### src/rtl/huff_pkg.sv
package huff_pkg;

    localparam int NUM_SYMS = 256;
    localparam int CNT_W = 32;
    localparam logic [1:0] AXI_OKAY = 2'b00;

    typedef logic [7:0]       sym_t;
    typedef logic [CNT_W-1:0] cnt_t;
    typedef logic [31:0]      word_t;
    typedef logic [63:0]      pair_t;  // even entry in the low word
    typedef logic [31:0]      byte_addr_t;

    typedef enum logic [1:0] {
        PH_IDLE,
        PH_CLEAR,
        PH_COUNT,
        PH_SCAN
    } phase_t;

    typedef struct packed {
        logic  valid;
        logic  write;
        logic  two_word;
        sym_t  idx;
        word_t wdata;
    } mem_req_t;

    typedef struct packed {
        logic  done;
        pair_t rdata;
    } mem_rsp_t;

    typedef struct packed {
        logic       awvalid;
        byte_addr_t awaddr;
        logic       wvalid;
        word_t      wdata;
        logic [3:0] wstrb;
        logic       bready;
        logic       arvalid;
        byte_addr_t araddr;
        logic       rready;
    } axil_req_t;

    typedef struct packed {
        logic       awready;
        logic       wready;
        logic       bvalid;
        logic [1:0] bresp;
        logic       arready;
        logic       rvalid;
        word_t      rdata;
        logic [1:0] rresp;
    } axil_rsp_t;

    // count of 0 marks an absent entry
    typedef struct packed {
        sym_t first_sym;
        cnt_t first_cnt;
        sym_t second_sym;
        cnt_t second_cnt;
    } least_t;

endpackage
### src/rtl/huff_hist.sv
`timescale 1ns/1ns

module huff_hist import huff_pkg::*; (
    input  logic     clk,
    input  logic     rst,
    input  phase_t   phase_i,
    input  logic     sym_valid_i,
    input  sym_t     sym_i,
    input  logic     sym_last_i,
    output logic     sym_ready_o,
    output mem_req_t req_o,
    input  mem_rsp_t rsp_i,
    output logic     done_o
);

    typedef enum logic [2:0] {
        HS_IDLE,
        HS_CLEAR,
        HS_ACCEPT,
        HS_READ,
        HS_WRITE
    } hist_state_t;

    hist_state_t state_q;
    mem_req_t    req_q;
    logic        last_q;  // byte in flight closes the frame

    assign sym_ready_o = (state_q == HS_ACCEPT) && (phase_i == PH_COUNT);
    assign req_o = req_q;

    always_ff @(posedge clk or posedge rst) begin
        if (rst) begin
            state_q <= HS_IDLE;
            req_q   <= '0;
            last_q  <= 1'b0;
            done_o  <= 1'b0;
        end else begin
            done_o <= 1'b0;
            case (state_q)
                HS_IDLE: begin
                    if (phase_i == PH_CLEAR) begin
                        req_q   <= '{valid: 1'b1, write: 1'b1, two_word: 1'b0,
                                     idx: '0, wdata: '0};
                        state_q <= HS_CLEAR;
                    end
                end
                HS_CLEAR: begin
                    if (!req_q.valid) begin
                        req_q.valid <= 1'b1;  // one idle cycle after each done
                    end else if (rsp_i.done) begin
                        req_q.valid <= 1'b0;
                        if (req_q.idx == sym_t'(NUM_SYMS - 1)) begin
                            done_o  <= 1'b1;
                            state_q <= HS_ACCEPT;
                        end else begin
                            req_q.idx <= req_q.idx + 1'b1;
                        end
                    end
                end
                HS_ACCEPT: begin
                    if (sym_valid_i && sym_ready_o) begin
                        req_q   <= '{valid: 1'b1, write: 1'b0, two_word: 1'b0,
                                     idx: sym_i, wdata: '0};
                        last_q  <= sym_last_i;
                        state_q <= HS_READ;
                    end
                end
                HS_READ: begin
                    if (rsp_i.done) begin
                        req_q.valid <= 1'b0;
                        req_q.write <= 1'b1;
                        req_q.wdata <= rsp_i.rdata[CNT_W-1:0] + 1'b1;
                        state_q     <= HS_WRITE;
                    end
                end
                HS_WRITE: begin
                    if (!req_q.valid) begin
                        req_q.valid <= 1'b1;
                    end else if (rsp_i.done) begin
                        req_q.valid <= 1'b0;
                        if (last_q) begin
                            done_o  <= 1'b1;
                            state_q <= HS_IDLE;
                        end else begin
                            state_q <= HS_ACCEPT;
                        end
                    end
                end
                default: state_q <= HS_IDLE;
            endcase
        end
    end

endmodule

### config.mk
export PLATFORM = sky130hd
export DESIGN_NAME = huff_hist
export DESIGN_NICKNAME = d
export VERILOG_FILES = /design/src/rtl/huff_pkg.sv /design/src/rtl/huff_hist.sv
export SDC_FILE = /design/constraint.sdc
export NUM_CORES = 1
export LEC_CHECK = 0
export BUFFER_PORTS_ARGS = -buffer_cell sky130_fd_sc_hd__clkbuf_2
export CAP_MARGIN = 20
export CORE_MARGIN = 3
export CORE_UTILIZATION = 30
export DETAILED_ROUTE_END_ITERATION = 10
export SETUP_SLACK_MARGIN = 0.2
export SYNTH_ARGS = -nofsm -noshare
export SYNTH_HDL_FRONTEND = slang
export SYNTH_SLANG_ARGS = --single-unit
### constraint.sdc
create_clock -name clk -period 2.35 [get_ports clk]
set_input_delay 0.47 -clock clk [delete_from_list [all_inputs] [get_ports clk]]
set_output_delay 0.47 -clock clk [all_outputs]
set_load 0.02 [all_outputs]
==> impl_metrics.tcl <==
set metrics [dict create \
    status "finished, final reports clean" \
    required_ns 1.88 \
    seqPwrFrac 0.427 \
    sw_frac_of_total 0.329 \
    io_buffers 90 \
    max_stage_delay_ns 0.48 \
    hp-class "in -> async" \
    drc 0 \
    netSwitchingPower_uw 721 \
    synth_top_area_frac 0.430 \
    crit_fanout 9 \
    via_per_inst 4.90 \
    slew_headroom 0.623 \
    dieWidth_microns 101 \
    antennaDiodeCount 0 \
    hold_viol 0 \
    yosysWarnings 0 \
    final_nets 477 \
    numCtsBuffers 5 \
    gp_congestion 0.802 \
    drt_wl_total_microns 7250 \
    tns_ns 0 \
    cp-end-kind "primary output" \
    fin_ws_ns 0.336 \
    initial_utilization 0.310 \
    dp_slack_ns 0.230 \
    cts_hold_buf 0 \
    critPathTopFamily "simple AND/OR/NAND/NOR gates" \
    startpoint_type "register" \
    grt_usage 0.141 \
    dpl_cell_area_sq_mm 0.00329 \
    drv_slew 0 \
    syn_inst 301 \
    ff2ff_setup_slack_ns 0.41 \
    area_growth_pct 25.7 \
    clock_skew_ns 0.00696 \
    path_cells "nor2_2, nand2_1, nor3b_1, clkbuf_2" \
    rsz0062_at_grt "false" \
    wl_per_cell_microns 14.4 \
    slowest_stage "dfrtp_1" \
    clk_path_buf_depth 2 \
    via_count 2474 \
    grt_pass1_wl_microns 11800 \
    p_int_mw 1.47 \
    htreeDepth 2 \
    netlist_area_sq_mm 0.00273 \
    syn_avg_cell_area_sq_um 9.08 \
    first_iter_violations 68 \
    path_clk_slew_ns 0.09 \
    cap_violations 0 \
    antenna_found_initial 0 \
    fmax_mhz 496 \
    ys.flop_type "dfrtp_1" \
    cts_sinks 47 \
    critPathBufInv 1 \
    leakage_nw 1.62 \
    drive_above_1_share 0.312 \
    place_hpwl_microns 5460 \
    grt_max_degree 34 \
    final_cells 505 \
    syn_nets 382 \
    cts_root_buf "clkbuf_8" \
    drt_pass1_iterations 4 \
    worstMarginPinSlew_ns 0.561 \
    antenna_left 0 \
    critical_path_arrival_ns 1.54 \
    synth_most_common_cell "nand2_1" \
    clock_power_share 0.280 \
    ys_seq_elements 47 \
    ys_seq_area_frac 0.430 \
    fin_area_sq_mm 0.00343 \
    dp.cells 494 \
    synth.largest_area_cell "dfrtp_1" \
    p_comb_frac 0.294 \
    yosysUniqueCellTypes 48 \
    fill_cells 904 \
    cp.depth 4 \
    p_per_area_mw_per_mm2 638 \
    worst_ir_drop_vdd_mv 0.252 \
    fin_crit_ns 2.01 \
    core_sq_mm 0.00881 \
    grt_remaining_overflow 0 \
    worst-setup-path-type "reg -> out" \
    cts_tree "done" \
    async_reset_ff_frac 1.00 \
    synth_edf_count 0 \
    die_height_microns 101 \
    ios 124 \
    die-area_sq_mm 0.0103 \
    min_period_over_period 0.857 \
    num_rows 34 \
    reg2reg_depth 7 \
    synthTopCellsByArea "dfrtp_1 43%, nand2_1 7.3%, xor2_1 6.7%" \
    clock_latency_ns 0.29 \
    finalSetupViolations 0 \
    grt_pass1_vias 2426 \
    netlist_top_cells_count "53 x nand2_1, 47 x dfrtp_1, 21 x xor2_1, 20 x o21ai_0, 19 x o21ai_1" \
]
## placed cells by master, fill, tap and decap left out, drive strengths merged, types with 2 or more instances in the layout
cell	instances
dfrtp	47
nor3b	3
clkbuf	96
o21ai	42
and3	8
nor4	4
nand2	54
nand2b	2
and3b	2
nor2	12
a21oi	6
a21o	2
buf	10
a32o	2
nor2b	2
nor3	5
nand4	16
xnor2	9
o31ai	3
inv	8
nand3	17
and2	3
a22o	8
xor2	21
ha	2
## power groups by stage
stage	registers (mW)	logic [mW]	clock network, mW
3_3_place_gp	0.944	0.603	0
3_5_place_dp	0.948	0.617	0
6_report	0.935	0.644	0.613
2_1_floorplan	0.976	0.393	0
5_1_grt	0.945	0.712	0.673
4_1_cts	0.932	0.619	0.642
## sequential cells by signal, summed over array words and instances, names as in the netlist
signal / count
req_o: 42
state_q: 3
done_o: 1
last_q: 1
## through the flow
step / utilization / hold WS, ns / power [mW]
global route: 0.390 / 0.223 / 2.33
detailed placement: 0.374 / 0.473 / 1.56
global placement: 0.374 / 0.465 / 1.55
finish: 0.390 / 0.196 / 2.19
CTS: 0.387 / 0.204 / 2.19
floorplan: - / 0.495 / 1.37
## area by class of cell
class / count / area [sq um] / area share
clock buffer: 6 / 82.6 / 0.0240
clock inverter: 2 / 35.0 / 0.0102
inverter: 8 / 30.0 / 0.00874
multi-input combinational: 234 / 1450 / 0.422
sequential: 47 / 1180 / 0.342
tap: 108 / 135 / 0.0393
timing repair buffer: 100 / 526 / 0.153
## worst paths after layout
| path | from | endpoint |
|---|---|---|
| setup / recovery | state_q[0] | sym_ready_o |
| setup reg to reg | req_o[32] | req_o[38] |
| max in group asynchronous | rst | req_o[25] |
| hold reg to reg | req_o[4] | req_o[4] |
| hold / removal | rst | req_o[35] |
| min in group clk | sym_last_i | last_q |
## routing by layer
layer,vias up,part of all wire,GRT usage
met1,1178,0.48,0.193
met2,42,0.48,0.235
met4,0,0.0091,0.0297
li1,1250,-,-
met3,4,0.031,0.0213
met5,-,0,0
## kinds of logic after synthesis
kind of cell	synth area share
buffers and inverters	0.0398
AOI/OAI and AO/OA	0.163
adders and majority gates	0.0128
other	0.00137
DFF	0.430
xor gates and xnor gates	0.0962
muxes	0.00412
and+or+nand+nor	0.252
## worst reg2reg max path, delay by kind of cell (launching register included)
kind	cells	cell delay [ns]
buffers and inverters	1	0.19
AO/OA/AOI/OAI	3	0.58
flip-flops	1	0.42
AND/OR/NAND/NOR	2	0.42
adder cells (fa/ha/maj)	1	0.24
## what timing repair did
| item | CTS | global route |
|---|---|---|
| setup buffers | 0 | 3 |
| endpoints found under the setup margin | 0 | 9 |
| resized for setup | 0 | 1 |
| endpoints found under the hold margin | 0 | 0 |
Note: power is estimated with default switching activity, not from simulation.
