### src/rtl/huff_pkg.sv
package huff_pkg;

    localparam int NUM_SYMS = 256;
    localparam int CNT_W = 32;
    localparam logic [1:0] AXI_OKAY = 2'b00;

    typedef logic [7:0]       sym_t;
    typedef logic [CNT_W-1:0] cnt_t;
    typedef logic [31:0]      word_t;
    typedef logic [63:0]      pair_t;  // even entry in the low word
    typedef logic [31:0]      byte_addr_t;

    typedef enum logic [1:0] {
        PH_IDLE,
        PH_CLEAR,
        PH_COUNT,
        PH_SCAN
    } phase_t;

    typedef struct packed {
        logic  valid;
        logic  write;
        logic  two_word;
        sym_t  idx;
        word_t wdata;
    } mem_req_t;

    typedef struct packed {
        logic  done;
        pair_t rdata;
    } mem_rsp_t;

    typedef struct packed {
        logic       awvalid;
        byte_addr_t awaddr;
        logic       wvalid;
        word_t      wdata;
        logic [3:0] wstrb;
        logic       bready;
        logic       arvalid;
        byte_addr_t araddr;
        logic       rready;
    } axil_req_t;

    typedef struct packed {
        logic       awready;
        logic       wready;
        logic       bvalid;
        logic [1:0] bresp;
        logic       arready;
        logic       rvalid;
        word_t      rdata;
        logic [1:0] rresp;
    } axil_rsp_t;

    // count of 0 marks an absent entry
    typedef struct packed {
        sym_t first_sym;
        cnt_t first_cnt;
        sym_t second_sym;
        cnt_t second_cnt;
    } least_t;

endpackage
### src/rtl/huff_sram_port.sv
`timescale 1ns/1ns

module huff_sram_port import huff_pkg::*; (
    input  logic      clk,
    input  logic      rst,
    input  phase_t    phase_i,
    input  mem_req_t  hist_req_i,
    input  mem_req_t  least_req_i,
    output mem_rsp_t  hist_rsp_o,
    output mem_rsp_t  least_rsp_o,
    output axil_req_t axil_o,
    input  axil_rsp_t axil_i
);

    typedef enum logic [2:0] {
        P_IDLE,
        P_WADDR,
        P_BRESP,
        P_RADDR,
        P_RRESP,
        P_DONE
    } port_state_t;

    port_state_t state_q;
    axil_req_t   axil_q;
    pair_t       pair_q;
    mem_req_t    cur_req;
    byte_addr_t  base_addr;
    logic        serve_hist;
    logic        serve_least;
    logic        owner_q;  // high when least was served
    logic        word_q;   // beat within the request
    logic        two_q;
    logic        last_beat;

    assign serve_hist  = (phase_i == PH_CLEAR) || (phase_i == PH_COUNT);
    assign serve_least = (phase_i == PH_SCAN);
    assign cur_req     = serve_least ? least_req_i : hist_req_i;
    assign base_addr   = byte_addr_t'(cur_req.idx) << 2;
    assign last_beat   = (word_q == two_q);

    always_comb begin
        axil_o        = axil_q;
        axil_o.bready = (state_q == P_BRESP) && axil_i.bvalid;
        axil_o.rready = (state_q == P_RRESP) && axil_i.rvalid;
    end

    always_comb begin
        hist_rsp_o.done   = (state_q == P_DONE) && !owner_q;
        hist_rsp_o.rdata  = pair_q;
        least_rsp_o.done  = (state_q == P_DONE) && owner_q;
        least_rsp_o.rdata = pair_q;
    end

    always_ff @(posedge clk or posedge rst) begin
        if (rst) begin
            state_q <= P_IDLE;
            axil_q  <= '0;
            owner_q <= 1'b0;
            word_q  <= 1'b0;
            two_q   <= 1'b0;
        end else begin
            case (state_q)
                P_IDLE: begin
                    if (cur_req.valid && (serve_hist || serve_least)) begin
                        owner_q <= serve_least;
                        two_q   <= cur_req.two_word;
                        word_q  <= 1'b0;
                        if (cur_req.write) begin
                            axil_q.awvalid <= 1'b1;
                            axil_q.awaddr  <= base_addr;
                            axil_q.wvalid  <= 1'b1;
                            axil_q.wdata   <= cur_req.wdata;  // reused for a second word
                            axil_q.wstrb   <= 4'hf;
                            state_q        <= P_WADDR;
                        end else begin
                            axil_q.arvalid <= 1'b1;
                            axil_q.araddr  <= base_addr;
                            state_q        <= P_RADDR;
                        end
                    end
                end
                P_WADDR: begin
                    if (axil_q.awvalid && axil_i.awready) axil_q.awvalid <= 1'b0;
                    if (axil_q.wvalid && axil_i.wready) axil_q.wvalid <= 1'b0;
                    if ((!axil_q.awvalid || axil_i.awready) &&
                        (!axil_q.wvalid || axil_i.wready)) begin
                        state_q <= P_BRESP;
                    end
                end
                P_BRESP: begin
                    if (axil_i.bvalid) begin
                        if (last_beat) begin
                            state_q <= P_DONE;
                        end else begin
                            word_q         <= 1'b1;
                            axil_q.awvalid <= 1'b1;
                            axil_q.wvalid  <= 1'b1;
                            axil_q.awaddr  <= axil_q.awaddr + 32'd4;
                            state_q        <= P_WADDR;
                        end
                    end
                end
                P_RADDR: begin
                    if (axil_i.arready) begin
                        axil_q.arvalid <= 1'b0;
                        state_q        <= P_RRESP;
                    end
                end
                P_RRESP: begin
                    if (axil_i.rvalid) begin
                        if (last_beat) begin
                            state_q <= P_DONE;
                        end else begin
                            word_q         <= 1'b1;
                            axil_q.arvalid <= 1'b1;
                            axil_q.araddr  <= axil_q.araddr + 32'd4;
                            state_q        <= P_RADDR;
                        end
                    end
                end
                P_DONE: state_q <= P_IDLE;
                default: state_q <= P_IDLE;
            endcase
        end
    end

    // odd entry lands in the upper word of the pair
    always_ff @(posedge clk) begin
        if (state_q == P_RRESP && axil_i.rvalid) begin
            if (word_q) begin
                pair_q[63:32] <= axil_i.rdata;
            end else begin
                pair_q[31:0] <= axil_i.rdata;
            end
        end
    end

endmodule

### config.mk
export PLATFORM = sky130hd
export DESIGN_NAME = huff_sram_port
export DESIGN_NICKNAME = d
export VERILOG_FILES = /design/src/rtl/huff_pkg.sv /design/src/rtl/huff_sram_port.sv
export SDC_FILE = /design/constraint.sdc
export NUM_CORES = 1
export LEC_CHECK = 0
export ABC_AREA = 0
export BUFFER_PORTS_ARGS = -buffer_cell sky130_fd_sc_hd__buf_2
export CAP_MARGIN = 20
export CORE_MARGIN = 5
export CORE_UTILIZATION = 25
export DETAILED_ROUTE_END_ITERATION = 7
export PLACE_DENSITY_LB_ADDON = 0.08
export SYNTH_ARGS = -nofsm -noshare
export SYNTH_HDL_FRONTEND = slang
export SYNTH_SLANG_ARGS = --single-unit
### constraint.sdc
create_clock -name clk -period 4.2 [get_ports clk]
set_clock_uncertainty 0.1 [all_clocks]
set_input_delay 0.42 -clock clk [delete_from_list [all_inputs] [get_ports clk]]
set_output_delay 0.42 -clock clk [all_outputs]
set_load 0.02 [all_outputs]
==> impl_metrics.csv <==
group,metric,value,unit
outcome,status,"complete, no violations",
clocking,cts_tree,"yes",
clocking,h-tree-depth,4,
drt,wl_per_cell,19.34,um
synthesis,avgSynthCellArea,10.58,um2
placement,placed_cells,1477,
critical_path,cp_cell_sequence,"nor3b_2 -> and2_1 -> buf_2",
sta,finalHoldViolations,0,
critical_path,crit_path_end_kind,"output pin",
synthesis,synth_most_common_cell,"dfrtp_1",
pwr,vdd.ir_drop.worst,0.2537,mV
flow_run,max_cap_violations,0,
grt,gr-total-overflow,0,
critical_path,startpoint_type,"flip-flop",
synthesis,ys_warn_count,0,
clocking,root_buffer,"clkbuf_16",
sta,setup-tns-final,0,ns
grt,grt_use_total,15.29,%
floorplanning,initial_core_util,25.24,%
critical_path,path_delay_family,"simple AND/OR/NAND/NOR gates",
synthesis,yosys-top-cells-count,"dfrtp_1, buf_4, a21oi_1",
floorplanning,core,32370,um2
grt,grt_max_degree,66,
worst_hold_path,hold_class,"in -> reg",
synthesis,synth_seq_area_share,54.75,%
synthesis,synth_edf_count,64,
drt,via_count,7006,
drt,viasPerCell,4.634,
critical_path,slowest_stage,"nor3b_2",
critical_path,cp.arrival,2.22,ns
sta,rsz0062_at_grt,"false",
drt,drtIter0Drc,434,
clocking,clkTransAtPathRegs,0.08,ns
synthesis,synthesis.instances,772,
sta,slew_violations,0,
grt,grt_pass1_vias,6785,
layout,fillers,3436,
grt,grt_pass1_wl,42.26,mm
synthesis,post_synth_main_area_contributors,"dfrtp_1, edfxtp_1, buf_4, mux2i_1, a21oi_1",
grt,antenna_found_initial,3,
sta,timing.hold.ws,0.05112,ns
critical_path,crit_fanout,16,
floorplanning,chipWidth,190.8,um
critical_path,required,3.68,ns
clocking,clk_path_buf_depth,2,
placement,place_congestion,0.7472,
placement,dp_hpwl,21.96,mm
layout,multi_input_area,2977,um2
critical_path,critical_path_class,"reg -> out",
floorplanning,ios,366,
clocking,cts_made_buffers,17,
synthesis,yosysUniqueCellTypes,65,
layout,seq_area,4474,um2
clocking,clock_latency,0.45,ns
pwr,finalPower,5.974,mW
sta,setup_viol,0,
synthesis,synth-async-reset-ratio,61.45,%
floorplanning,die_area,36400,um2
sta,fin_ws,1.459,ns
sta,finalCriticalPeriod,2.741,ns
sta,finalCritPeriodShare,65.25,%
sta,slew_headroom,33.08,%
synthesis,netlist.area_leader.share,31.24,%
drt,drcViolationCount,0,
drt,ant_nets,0,
placement,portBuffers,357,
layout,areaGrowthSynthToFinish,29.05,%
floorplanning,chipHeight,190.8,um
critical_path,max_stage_delay,0.68,ns
sta,max_freq,364.9,MHz
sta,tightestPinTransition,1.000,ns
floorplanning,row_count,66,
clocking,cts_sinks,166,
critical_path,cp_num_buf_inv,1,
placement,place_worst_setup_slack,1.534,ns
synthesis,yosysTopAreaCell,"dfrtp_1",
layout,utilization,32.58,%
layout,design_area,10550,um2
layout,fin_nets,1188,
pwr,p_per_area,566.5,nW/um2
placement,place_area,9933,um2
layout,final_cells,1512,
synthesis,synth_area,8172,um2
clocking,post-cts-setup-buffers,0,
pwr,leakage,4.896,nW
synthesis,ys_ff_latch,166,
drt,wl,29.24,mm
synthesis,ys.flop_type,"dfrtp_1",
drt,first_pass_iters,4,
layout,drive_gt1_share,39.61,%
-- flip-flops by register name, indices dropped and copies added, names as in the netlist --
register and flops:
pair_q 64, two_q 1, state_q 3, word_q 1, axil_o 96, owner_q 1
-- worst paths after layout --
kind                       cells past startpoint          end  slack (ns)   startpoint
setup / recovery                               3   axil_o[34]        1.46   state_q[1]
hold / removal                                 1   pair_q[39]        0.05    axil_i[9]
setup reg to reg                               5   axil_o[89]        1.53   state_q[1]
hold reg to reg                                1  axil_o[103]        0.38  axil_o[103]
max in group asynchronous                      4   axil_o[44]        2.67          rst
min in group asynchronous                      3   axil_o[29]        0.51          rst
-- what timing repair did --
item,CTS,global route
endpoints found under the hold margin,38,0
hold buffers,1,0
resized for setup,0,0
-- area by class of cell --
| class | count | area share (%) |
|---|---|---|
| repair buffers | 367 | 17.80 |
| multi-input cells | 487 | 28.23 |
| diodes | 2 | 0.04746 |
| flip-flops and latches | 166 | 42.43 |
| clock inverters | 15 | 1.626 |
| clock buffers | 17 | 4.034 |
| inverters | 16 | 0.5933 |
| well taps | 442 | 5.244 |
-- cell usage in the layout, fill, tap and decap left out, types with 8 or more instances in the layout --
cell	n
nand4_1	21
dfrtp_1	102
o21ai_0	65
clkbuf_16	17
nand2_1	48
nor2_1	60
a31oi_1	14
edfxtp_1	64
buf_4	8
nor3_1	16
nand3_1	28
buf_2	357
a21oi_1	69
inv_1	15
mux2i_1	45
and3_1	10
-- per-layer routing --
metal	share of wire [%]	wire, um	GRT usage [%]	vias to the layer above
met5	0.041	12	0	-
met4	1.4	402	4.503	2
met3	7.4	2165	4.138	23
met2	49	14310	25.86	247
met1	42	12350	19.20	3376
li1	-	-	-	3358
-- power breakdown --
group          total (mW)  internal, mW  leakage (nW)  switching [mW]
Clock                1.60         0.807         0.294           0.793
Combinational        1.98         0.680          2.75            1.30
Sequential           2.39          2.04          1.85           0.356
-- cells by family (layout without fill, tap and decap cells) --
group	Yosys count	after routing	share of synthesized area (%)
AOI/OAI and AO/OA	204	204	14.99
xor gates and xnor gates	3	3	0.3216
adders and majority gates	2	2	0.3062
buffers and inverters	122	415	9.248
DFF	166	166	54.75
muxes	47	47	5.788
other	1	6	0.04589
and+or+nand+nor	227	227	14.55
(Power assumes the default switching activity.)
