`src/rtl/huff_pkg.sv`:
```
package huff_pkg;

    localparam int NUM_SYMS = 256;
    localparam int CNT_W = 32;
    localparam logic [1:0] AXI_OKAY = 2'b00;

    typedef logic [7:0]       sym_t;
    typedef logic [CNT_W-1:0] cnt_t;
    typedef logic [31:0]      word_t;
    typedef logic [63:0]      pair_t;  // even entry in the low word
    typedef logic [31:0]      byte_addr_t;

    typedef enum logic [1:0] {
        PH_IDLE,
        PH_CLEAR,
        PH_COUNT,
        PH_SCAN
    } phase_t;

    typedef struct packed {
        logic  valid;
        logic  write;
        logic  two_word;
        sym_t  idx;
        word_t wdata;
    } mem_req_t;

    typedef struct packed {
        logic  done;
        pair_t rdata;
    } mem_rsp_t;

    typedef struct packed {
        logic       awvalid;
        byte_addr_t awaddr;
        logic       wvalid;
        word_t      wdata;
        logic [3:0] wstrb;
        logic       bready;
        logic       arvalid;
        byte_addr_t araddr;
        logic       rready;
    } axil_req_t;

    typedef struct packed {
        logic       awready;
        logic       wready;
        logic       bvalid;
        logic [1:0] bresp;
        logic       arready;
        logic       rvalid;
        word_t      rdata;
        logic [1:0] rresp;
    } axil_rsp_t;

    // count of 0 marks an absent entry
    typedef struct packed {
        sym_t first_sym;
        cnt_t first_cnt;
        sym_t second_sym;
        cnt_t second_cnt;
    } least_t;

endpackage
```
`src/rtl/huff_ctrl.sv`:
```
`timescale 1ns/1ns

module huff_ctrl import huff_pkg::*; (
    input  logic   clk,
    input  logic   rst,
    input  logic   start_i,
    input  logic   hist_done_i,
    input  logic   least_done_i,
    output phase_t phase_o,
    output logic   done_o
);

    // frame is complete on the scan to idle step
    assign done_o = (phase_o == PH_SCAN) && least_done_i;

    always_ff @(posedge clk or posedge rst) begin
        if (rst) begin
            phase_o <= PH_IDLE;
        end else begin
            case (phase_o)
                PH_IDLE: begin
                    if (start_i) phase_o <= PH_CLEAR;
                end
                PH_CLEAR: begin
                    if (hist_done_i) phase_o <= PH_COUNT;  // table zeroed
                end
                PH_COUNT: begin
                    if (hist_done_i) phase_o <= PH_SCAN;   // last byte written back
                end
                PH_SCAN: begin
                    if (least_done_i) phase_o <= PH_IDLE;
                end
                default: phase_o <= PH_IDLE;
            endcase
        end
    end

endmodule

```
`config.mk`:
```
export PLATFORM = sky130hd
export DESIGN_NAME = huff_ctrl
export DESIGN_NICKNAME = d
export VERILOG_FILES = /design/src/rtl/huff_pkg.sv /design/src/rtl/huff_ctrl.sv
export SDC_FILE = /design/constraint.sdc
export NUM_CORES = 1
export LEC_CHECK = 0
export ABC_AREA = 1
export BUFFER_PORTS_ARGS = -buffer_cell sky130_fd_sc_hd__buf_2
export CAP_MARGIN = 20
export CELL_PAD_IN_SITES_DETAIL_PLACEMENT = 0
export CELL_PAD_IN_SITES_GLOBAL_PLACEMENT = 1
export CORE_AREA = 4 4 41 43
export CTS_CLUSTER_SIZE = 20
export DETAILED_ROUTE_END_ITERATION = 7
export DIE_AREA = 0 0 45 47
export HOLD_SLACK_MARGIN = 0.05
export PLACE_DENSITY = 0.45
export SETUP_SLACK_MARGIN = 0.5
export SLEW_MARGIN = 20
export SYNTH_ARGS = -nofsm -noshare
export SYNTH_HDL_FRONTEND = slang
export SYNTH_SLANG_ARGS = --single-unit
```
`constraint.sdc`:
```
create_clock -name clk -period 1.8 [get_ports clk]
set_clock_uncertainty 0.2 [all_clocks]
set_input_delay 0.18 -clock clk [delete_from_list [all_inputs] [get_ports clk]]
set_output_delay 0.18 -clock clk [all_outputs]
set_load 0.02 [all_outputs]
```
==> results of run 1 <==
## timing repair
action / 4_1_cts / 5_1_grt
hold endpoints to repair: 2 / 0
gates resized for setup: 10 / 3
setup buffers: 2 / 0
endpoints found under the setup margin: 3 / 5
hold buffers: 1 / 0
pin swaps: 6 / 4
## stage by stage
| step | total power [µW] | std cells | hold slack (ns) | setup WS (ns) | utilization |
|---|---|---|---|---|---|
| after floorplan | 344 | 27 | -0.279 | 0.487 | - |
| after global placement | 418 | 49 | -0.173 | 0.497 | 0.220 |
| after detailed placement | 424 | 49 | -0.165 | 0.476 | 0.220 |
| after CTS | 634 | 55 | 0.124 | 0.395 | 0.287 |
| after global routing | 718 | 55 | 0.162 | 0.351 | 0.298 |
| final | 653 | 55 | 0.137 | 0.403 | 0.298 |
## layout by cell type (no fill, tap or decap)
cell type	n
inv_6	2
buf_2	6
nand3_2	1
buf_6	3
o21bai_4	1
or2_1	1
nand2_1	7
nand2_2	2
ha_4	3
nand3_1	1
inv_2	1
clkbuf_4	3
ha_2	2
dlygate4sd3_1	1
dfrtp_2	2
inv_1	4
## worst max path at each step
stage,slack [ns],startpoint,end
2_1_floorplan,0.49,phase_o[0]$_DFFE_PP0P_,phase_o[0]$_DFFE_PP0P_
3_3_place_gp,0.50,phase_o[1]$_DFFE_PP0P_,phase_o[0]$_DFFE_PP0P_
3_5_place_dp,0.48,phase_o[1]$_DFFE_PP0P_,phase_o[0]$_DFFE_PP0P_
4_1_cts,0.40,phase_o[1]$_DFFE_PP0P_,done_o
5_1_grt,0.35,phase_o[1]$_DFFE_PP0P_,phase_o[0]$_DFFE_PP0P_
6_report,0.40,phase_o[0]$_DFFE_PP0P_,phase_o[0]$_DFFE_PP0P_
## metal layers
layer / part of all wire / global-route usage / vias up / wire length [µm]
met1: 0.41 / 0.0475 / 86 / 202
met3: 0.092 / 0.0268 / 0 / 46
met5: 0 / 0 / - / 0
met2: 0.50 / 0.0932 / 7 / 248
li1: - / - / 105 / -
met4: 0 / 0.0702 / 0 / 0
## power by group through the flow
stage | Sequential (µW) | Combinational [µW] | Clock, µW
final | 104 | 453 | 95.9
after CTS | 104 | 427 | 103
after global routing | 109 | 499 | 109
after floorplan | 140 | 204 | 0
after detailed placement | 119 | 304 | 0
after global placement | 119 | 299 | 0
## logic make-up (layout without fill, tap and decap cells)
logic type	after synthesis	count (layout)	synth area share
AO/OA/AOI/OAI	1	1	0.0893
buffers and inverters	7	20	0.125
flip-flops	2	2	0.238
adder cells (fa/ha/maj)	5	5	0.298
AND/OR/NAND/NOR	12	12	0.250
## layout make-up
class / instances / share of cell area
sequential: 2 / 0.135
multi-input combinational: 18 / 0.474
tap: 15 / 0.0484
inverter: 7 / 0.0935
timing repair buffer: 10 / 0.190
clock buffer: 3 / 0.0581
## critical path: stages (launching register included)
cell      delay (ns)
dfrtp_2         0.42
buf_6           0.14
ha_2            0.19
o21bai_4        0.15
nand2_2         0.07
nand2_1         0.06
nand2_1         0.05
==> flow_summary.yaml, run 1 <==
status:
  outcome: "complete, no violations"
clock_network:
  clkTransAtPathRegs_ns: 0.03
  clockBufferDepth: 2
  cts_tree: "yes"
  cts-htree-levels: 1
  worstSkewPairLatency_ns: 0.22
  cts_made_buffers: 3
  root_buffer: "clkbuf_4"
  cts_sinks: 2
synthesis:
  synth_area_leaders: "ha_1 (30%), dfrtp_1 (24%), nand2_1 (14%), inv_1 (11%), o21bai_4 (8.9%)"
  ys_async_sr_fraction: 1.00
  ys.flop_type: "dfrtp_1"
  avgSynthCellArea_um2: 7.79
  synth_common_cells: "nand2_1 (8), inv_1 (6), ha_1 (5), dfrtp_1 (2), nand3_1 (2)"
  ys_ff_latch: 2
  synth.top_cell.area_share: 0.298
  syn_area_um2: 210
  synth.most_common_cell: "nand2_1"
  synth_edf_count: 0
  synth-warning-count: 0
  synth_top_area_cell: "ha_1"
  ys_types: 9
  synth_cells: 27
  seq_area_frac_synth: 0.238
  postSynthNetCount: 37
layout:
  syn_to_final_growth_pct: 84.5
  n_fill_cell: 147
  stdcell_area_um2: 388
  largest_register: "phase_o"
  largest_reg_flops: 2
  nNetsFinal: 52
  drive_above_1_share: 0.650
  multi_input_area_um2: 184
  antenna_cells: 0
  reg_top3: "phase_o x2"
  seq_area_um2: 52.6
hold_path:
  whs_path_depth: 4
  hold_path.class: "primary input to flip-flop"
  hold_path_end: "phase_o[0]$_DFFE_PP0P_"
  hold_start: "hist_done_i"
drt:
  drtIter0Drc: 0
  viasPerCell: 3.60
  ant_nets: 0
  drc: 0
  post_drt_wl_per_cell_um: 9.05
  wl_um: 498
  vias: 198
  firstDrtPassIters: 1
global_routing:
  grt_pass1_wl_um: 834
  grt_pass1_vias: 233
  grt_max_degree: 5
  gr-total-overflow: 0
  grt_use_total: 0.0576
  antenna_found_initial: 0
sta:
  hold_viol: 0
  min_period_ns: 1.40
  rsz0062_at_grt: "yes"
  worstMarginPinSlew_ns: 0.149
  slew_viol_final: 0
  fmax_mhz: 716
  finalCritPeriodShare: 0.776
  fin_tns_setup_ns: 0
  relSlewSlack: 0.901
  setup_viol: 0
floorplanning:
  fp.coreArea_mm2: 0.00130
  start_util: 0.162
  rows: 13
  die_width_um: 45
  io_pins: 8
  die-area_mm2: 0.00212
  die_h_um: 47
pwr:
  powerDensity_mw_per_mm2: 1680
  p_comb_frac: 0.694
  power.leakage_uw: 0.000195
  pwr-share-seq: 0.159
  p_sw_frac: 0.468
  clockPowerShare: 0.147
  p_switching_uw: 305
  p_int_uw: 348
  ir_drop_v: 0.000688
placement:
  port_buffers: 7
  hpwl_um: 351
  routabilityCongestion: 0.727
  placed_area_um2: 287
flow_run:
  drv_cap: 0
worst_setup_path:
  cp-end-kind: "flip-flop"
  critPathKind: "flip-flop to flip-flop"
  worstRegToRegCells: 6
  r2r_setup_slack_ns: 0.40
  arrival_ns: 1.30
  path_max_fanout: 4
  reg2reg_to: "phase_o[0]$_DFFE_PP0P_"
  crit_required_ns: 1.70
  rr_startpoint: "phase_o[0]$_DFFE_PP0P_"
  cp-start-kind: "flip-flop"
No activity file was read; power rests on OpenSTA's default activity.
==> inputs of run 2 (changes only) <==
ABC_AREA = 0   (was 1)
PLACE_DENSITY = 0.43   (was 0.45)
clock period = 1.2 ns   (was 1.8 ns; I/O delays follow)
==> run 2 against run 1 <==
Net effect:
- the flow now finishes with violations (negative setup slack)
- sequential cell count did not move
- cell count fell by 9.1%
- first-iteration DRC count rose by 3
- sequential share of layout area rose by 0.36 points
- highest routed layer unchanged
==> flow_summary.yaml, run 2 <==
pwr:
  ir_drop_v: 0.00102
  power.leakage_uw: 0.000175
  powerDensity_mw_per_mm2: 2660
  finalPower_uw: 1010
synthesis:
  avgSynthCellArea_um2: 10.7
  ys_ff_latch: 2
  synth_top_area_cell: "ha_1"
  postSynthNetCount: 29
  synth_common_cells: "ha_1 (5), inv_1 (4), dfrtp_1 (2), nand2b_2 (2)"
  seq_area_frac_synth: 0.247
  ys_async_sr_fraction: 1.00
  synth.most_common_cell: "ha_1"
  synth_cells: 19
  ys_types: 10
  syn_area_um2: 203
  synth-warning-count: 0
  synth_edf_count: 0
  synth.top_cell.area_share: 0.309
  ys.flop_type: "dfrtp_1"
  synth_area_leaders: "ha_1 (31%), dfrtp_1 (25%), nand2b_2 (8.6%), inv_1 (7.4%), mux2_4 (7.4%)"
sta:
  rsz0062_at_grt: "yes"
  relSlewSlack: 0.880
  hold_viol: 0
  worst_slack_ns: -0.330
  slew_viol_final: 0
  worstMarginPinSlew_ns: 0.180
  fmax_mhz: 654
  min_period_ns: 1.53
  setup_viol: 4
  finalCritPeriodShare: 1.28
layout:
  mostFrequentLayoutCell: "buf_2"
  drive_above_1_share: 0.886
  largest_register: "phase_o"
  layout_common_cells: "buf_2 (6), buf_4 (5), ha_2 (3), clkbuf_4 (3)"
  nNetsFinal: 47
  syn_to_final_growth_pct: 86.4
  reg_top3: "phase_o x2"
  largest_reg_flops: 2
  seq_area_um2: 52.6
  multi_input_area_um2: 175
  antenna_cells: 0
  instances_no_fill: 50
  n_fill_cell: 148
floorplanning:
  die_h_um: 47
  start_util: 0.156
  io_pins: 8
  fp.coreArea_mm2: 0.00130
  rows: 13
  die-area_mm2: 0.00212
  die_width_um: 45
worst_setup_path:
  critPathKind: "flip-flop to flip-flop"
  cp-end-kind: "flip-flop"
  arrival_ns: 1.42
  crit_required_ns: 1.09
  path_max_fanout: 4
  cp-start-kind: "flip-flop"
clock_network:
  cts-htree-levels: 1
  root_buffer: "clkbuf_4"
  cts_tree: "yes"
  holdBufCountCts: 1
  cts_sinks: 2
  clkTransAtPathRegs_ns: 0.03
  cts_made_buffers: 3
  worstSkewPairLatency_ns: 0.22
  clockBufferDepth: 2
drt:
  firstDrtPassIters: 2
  vias: 173
  drc: 0
  post_drt_wl_per_cell_um: 8.64
  drtIter0Drc: 3
  wl_um: 432
  ant_nets: 0
  viasPerCell: 3.46
global_routing:
  antenna_found_initial: 0
  grt_pass1_vias: 189
  grt_max_degree: 6
  gr-total-overflow: 0
  grt_use_total: 0.0505
  grt_pass1_wl_um: 745
flow_run:
  drv_cap: 0
status:
  violations: "negative setup slack"
  outcome: "complete, but fails checks"
placement:
  routabilityCongestion: 0.697
  port_buffers: 7
  dpl.cell_count: 44
hold_path:
  hold_path.class: "primary input to flip-flop"
==> run 2: changes by cell type in the layout (fill, tap and decap cells not counted), moves of 2 or more <==
cell      before  now
buf_6          3    1
inv_6          2    0
inv_1          4    2
inv_4          0    2
nand2b_2       0    2
nand2_1        7    0
nand2_2        2    0
buf_4          0    5
==> run 2: where the power goes <==
group | switching, µW | internal [µW] | leakage, µW
Sequential | 75.1 | 115 | 0.0000213
Clock | 34.1 | 110 | 0.0000138
Combinational | 303 | 369 | 0.000140
Total | 412 | 593 | 0.000175
==> run 2: final timing paths <==
kind | depth (start not counted) | slack, ns | endpoint | start
min | 3 | 0.05 | phase_o[0]$_DFFE_PP0P_ | start_i
max in group asynchronous | 3 | 0.59 | phase_o[1]$_DFFE_PP0P_ | rst
min in group asynchronous | 3 | 0.09 | phase_o[0]$_DFFE_PP0P_ | rst
min reg2reg | 1 | 0.43 | phase_o[1]$_DFFE_PP0P_ | phase_o[1]$_DFFE_PP0P_
max | 5 | -0.33 | phase_o[1]$_DFFE_PP0P_ | phase_o[0]$_DFFE_PP0P_
max reg2reg | 5 | -0.33 | phase_o[1]$_DFFE_PP0P_ | phase_o[0]$_DFFE_PP0P_
==> run 2: cells by family (layout without fill, tap and decap cells) <==
family	Yosys count	after routing	synth area share
adder cells (fa/ha/maj)	5	5	0.309
buffers and inverters	4	20	0.0741
multiplexers	1	1	0.0741
AND/OR/NAND/NOR	4	4	0.154
AO/OA/AOI/OAI	3	3	0.142
flip-flops	2	2	0.247
==> run 2: layout make-up <==
class,instances,area share
inverter,4,0.0530
timing repair buffer,13,0.235
sequential,2,0.139
clock buffer,3,0.0596
multi-input combinational,13,0.464
tap,15,0.0497
==> run 2: stage by stage <==
stage	TNS [ns]	utilization	hold slack [ns]	setup WS (ns)	area (µm²)
2_1_floorplan	-0.520	-	-0.339	-0.335	243
3_3_place_gp	-0.675	0.245	-0.232	-0.337	319
3_5_place_dp	-0.660	0.245	-0.227	-0.334	319
4_1_cts	-0.903	0.278	0.0330	-0.342	362
5_1_grt	-1.07	0.290	0.0411	-0.365	378
6_report	-0.926	0.290	0.0454	-0.330	378
==> run 2: timing repair <==
item / 4_1_cts / 5_1_grt
resized for setup: 1 / 3
pin swaps: 2 / 1
setup buffers: 1 / 1
hold endpoints to repair: 3 / 1
endpoints found under the setup margin: 5 / 5
cloned: 0 / 0
==> run 2: per-layer routing <==
layer	global-route usage	share of wire	vias to the layer above	wire (µm)
met3	0.0153	0.060	0	26
met1	0.0452	0.35	76	151
met5	0	0	-	0
met2	0.0876	0.59	3	255
li1	-	-	94	-
met4	0.0526	0	0	0
==> run 2: worst max-delay path, cell delays in order, from the launching register on <==
cell      delay, ns
dfrtp_2        0.44
inv_4          0.10
ha_4           0.14
nor2_2         0.03
o211ai_2       0.17
mux2_4         0.32
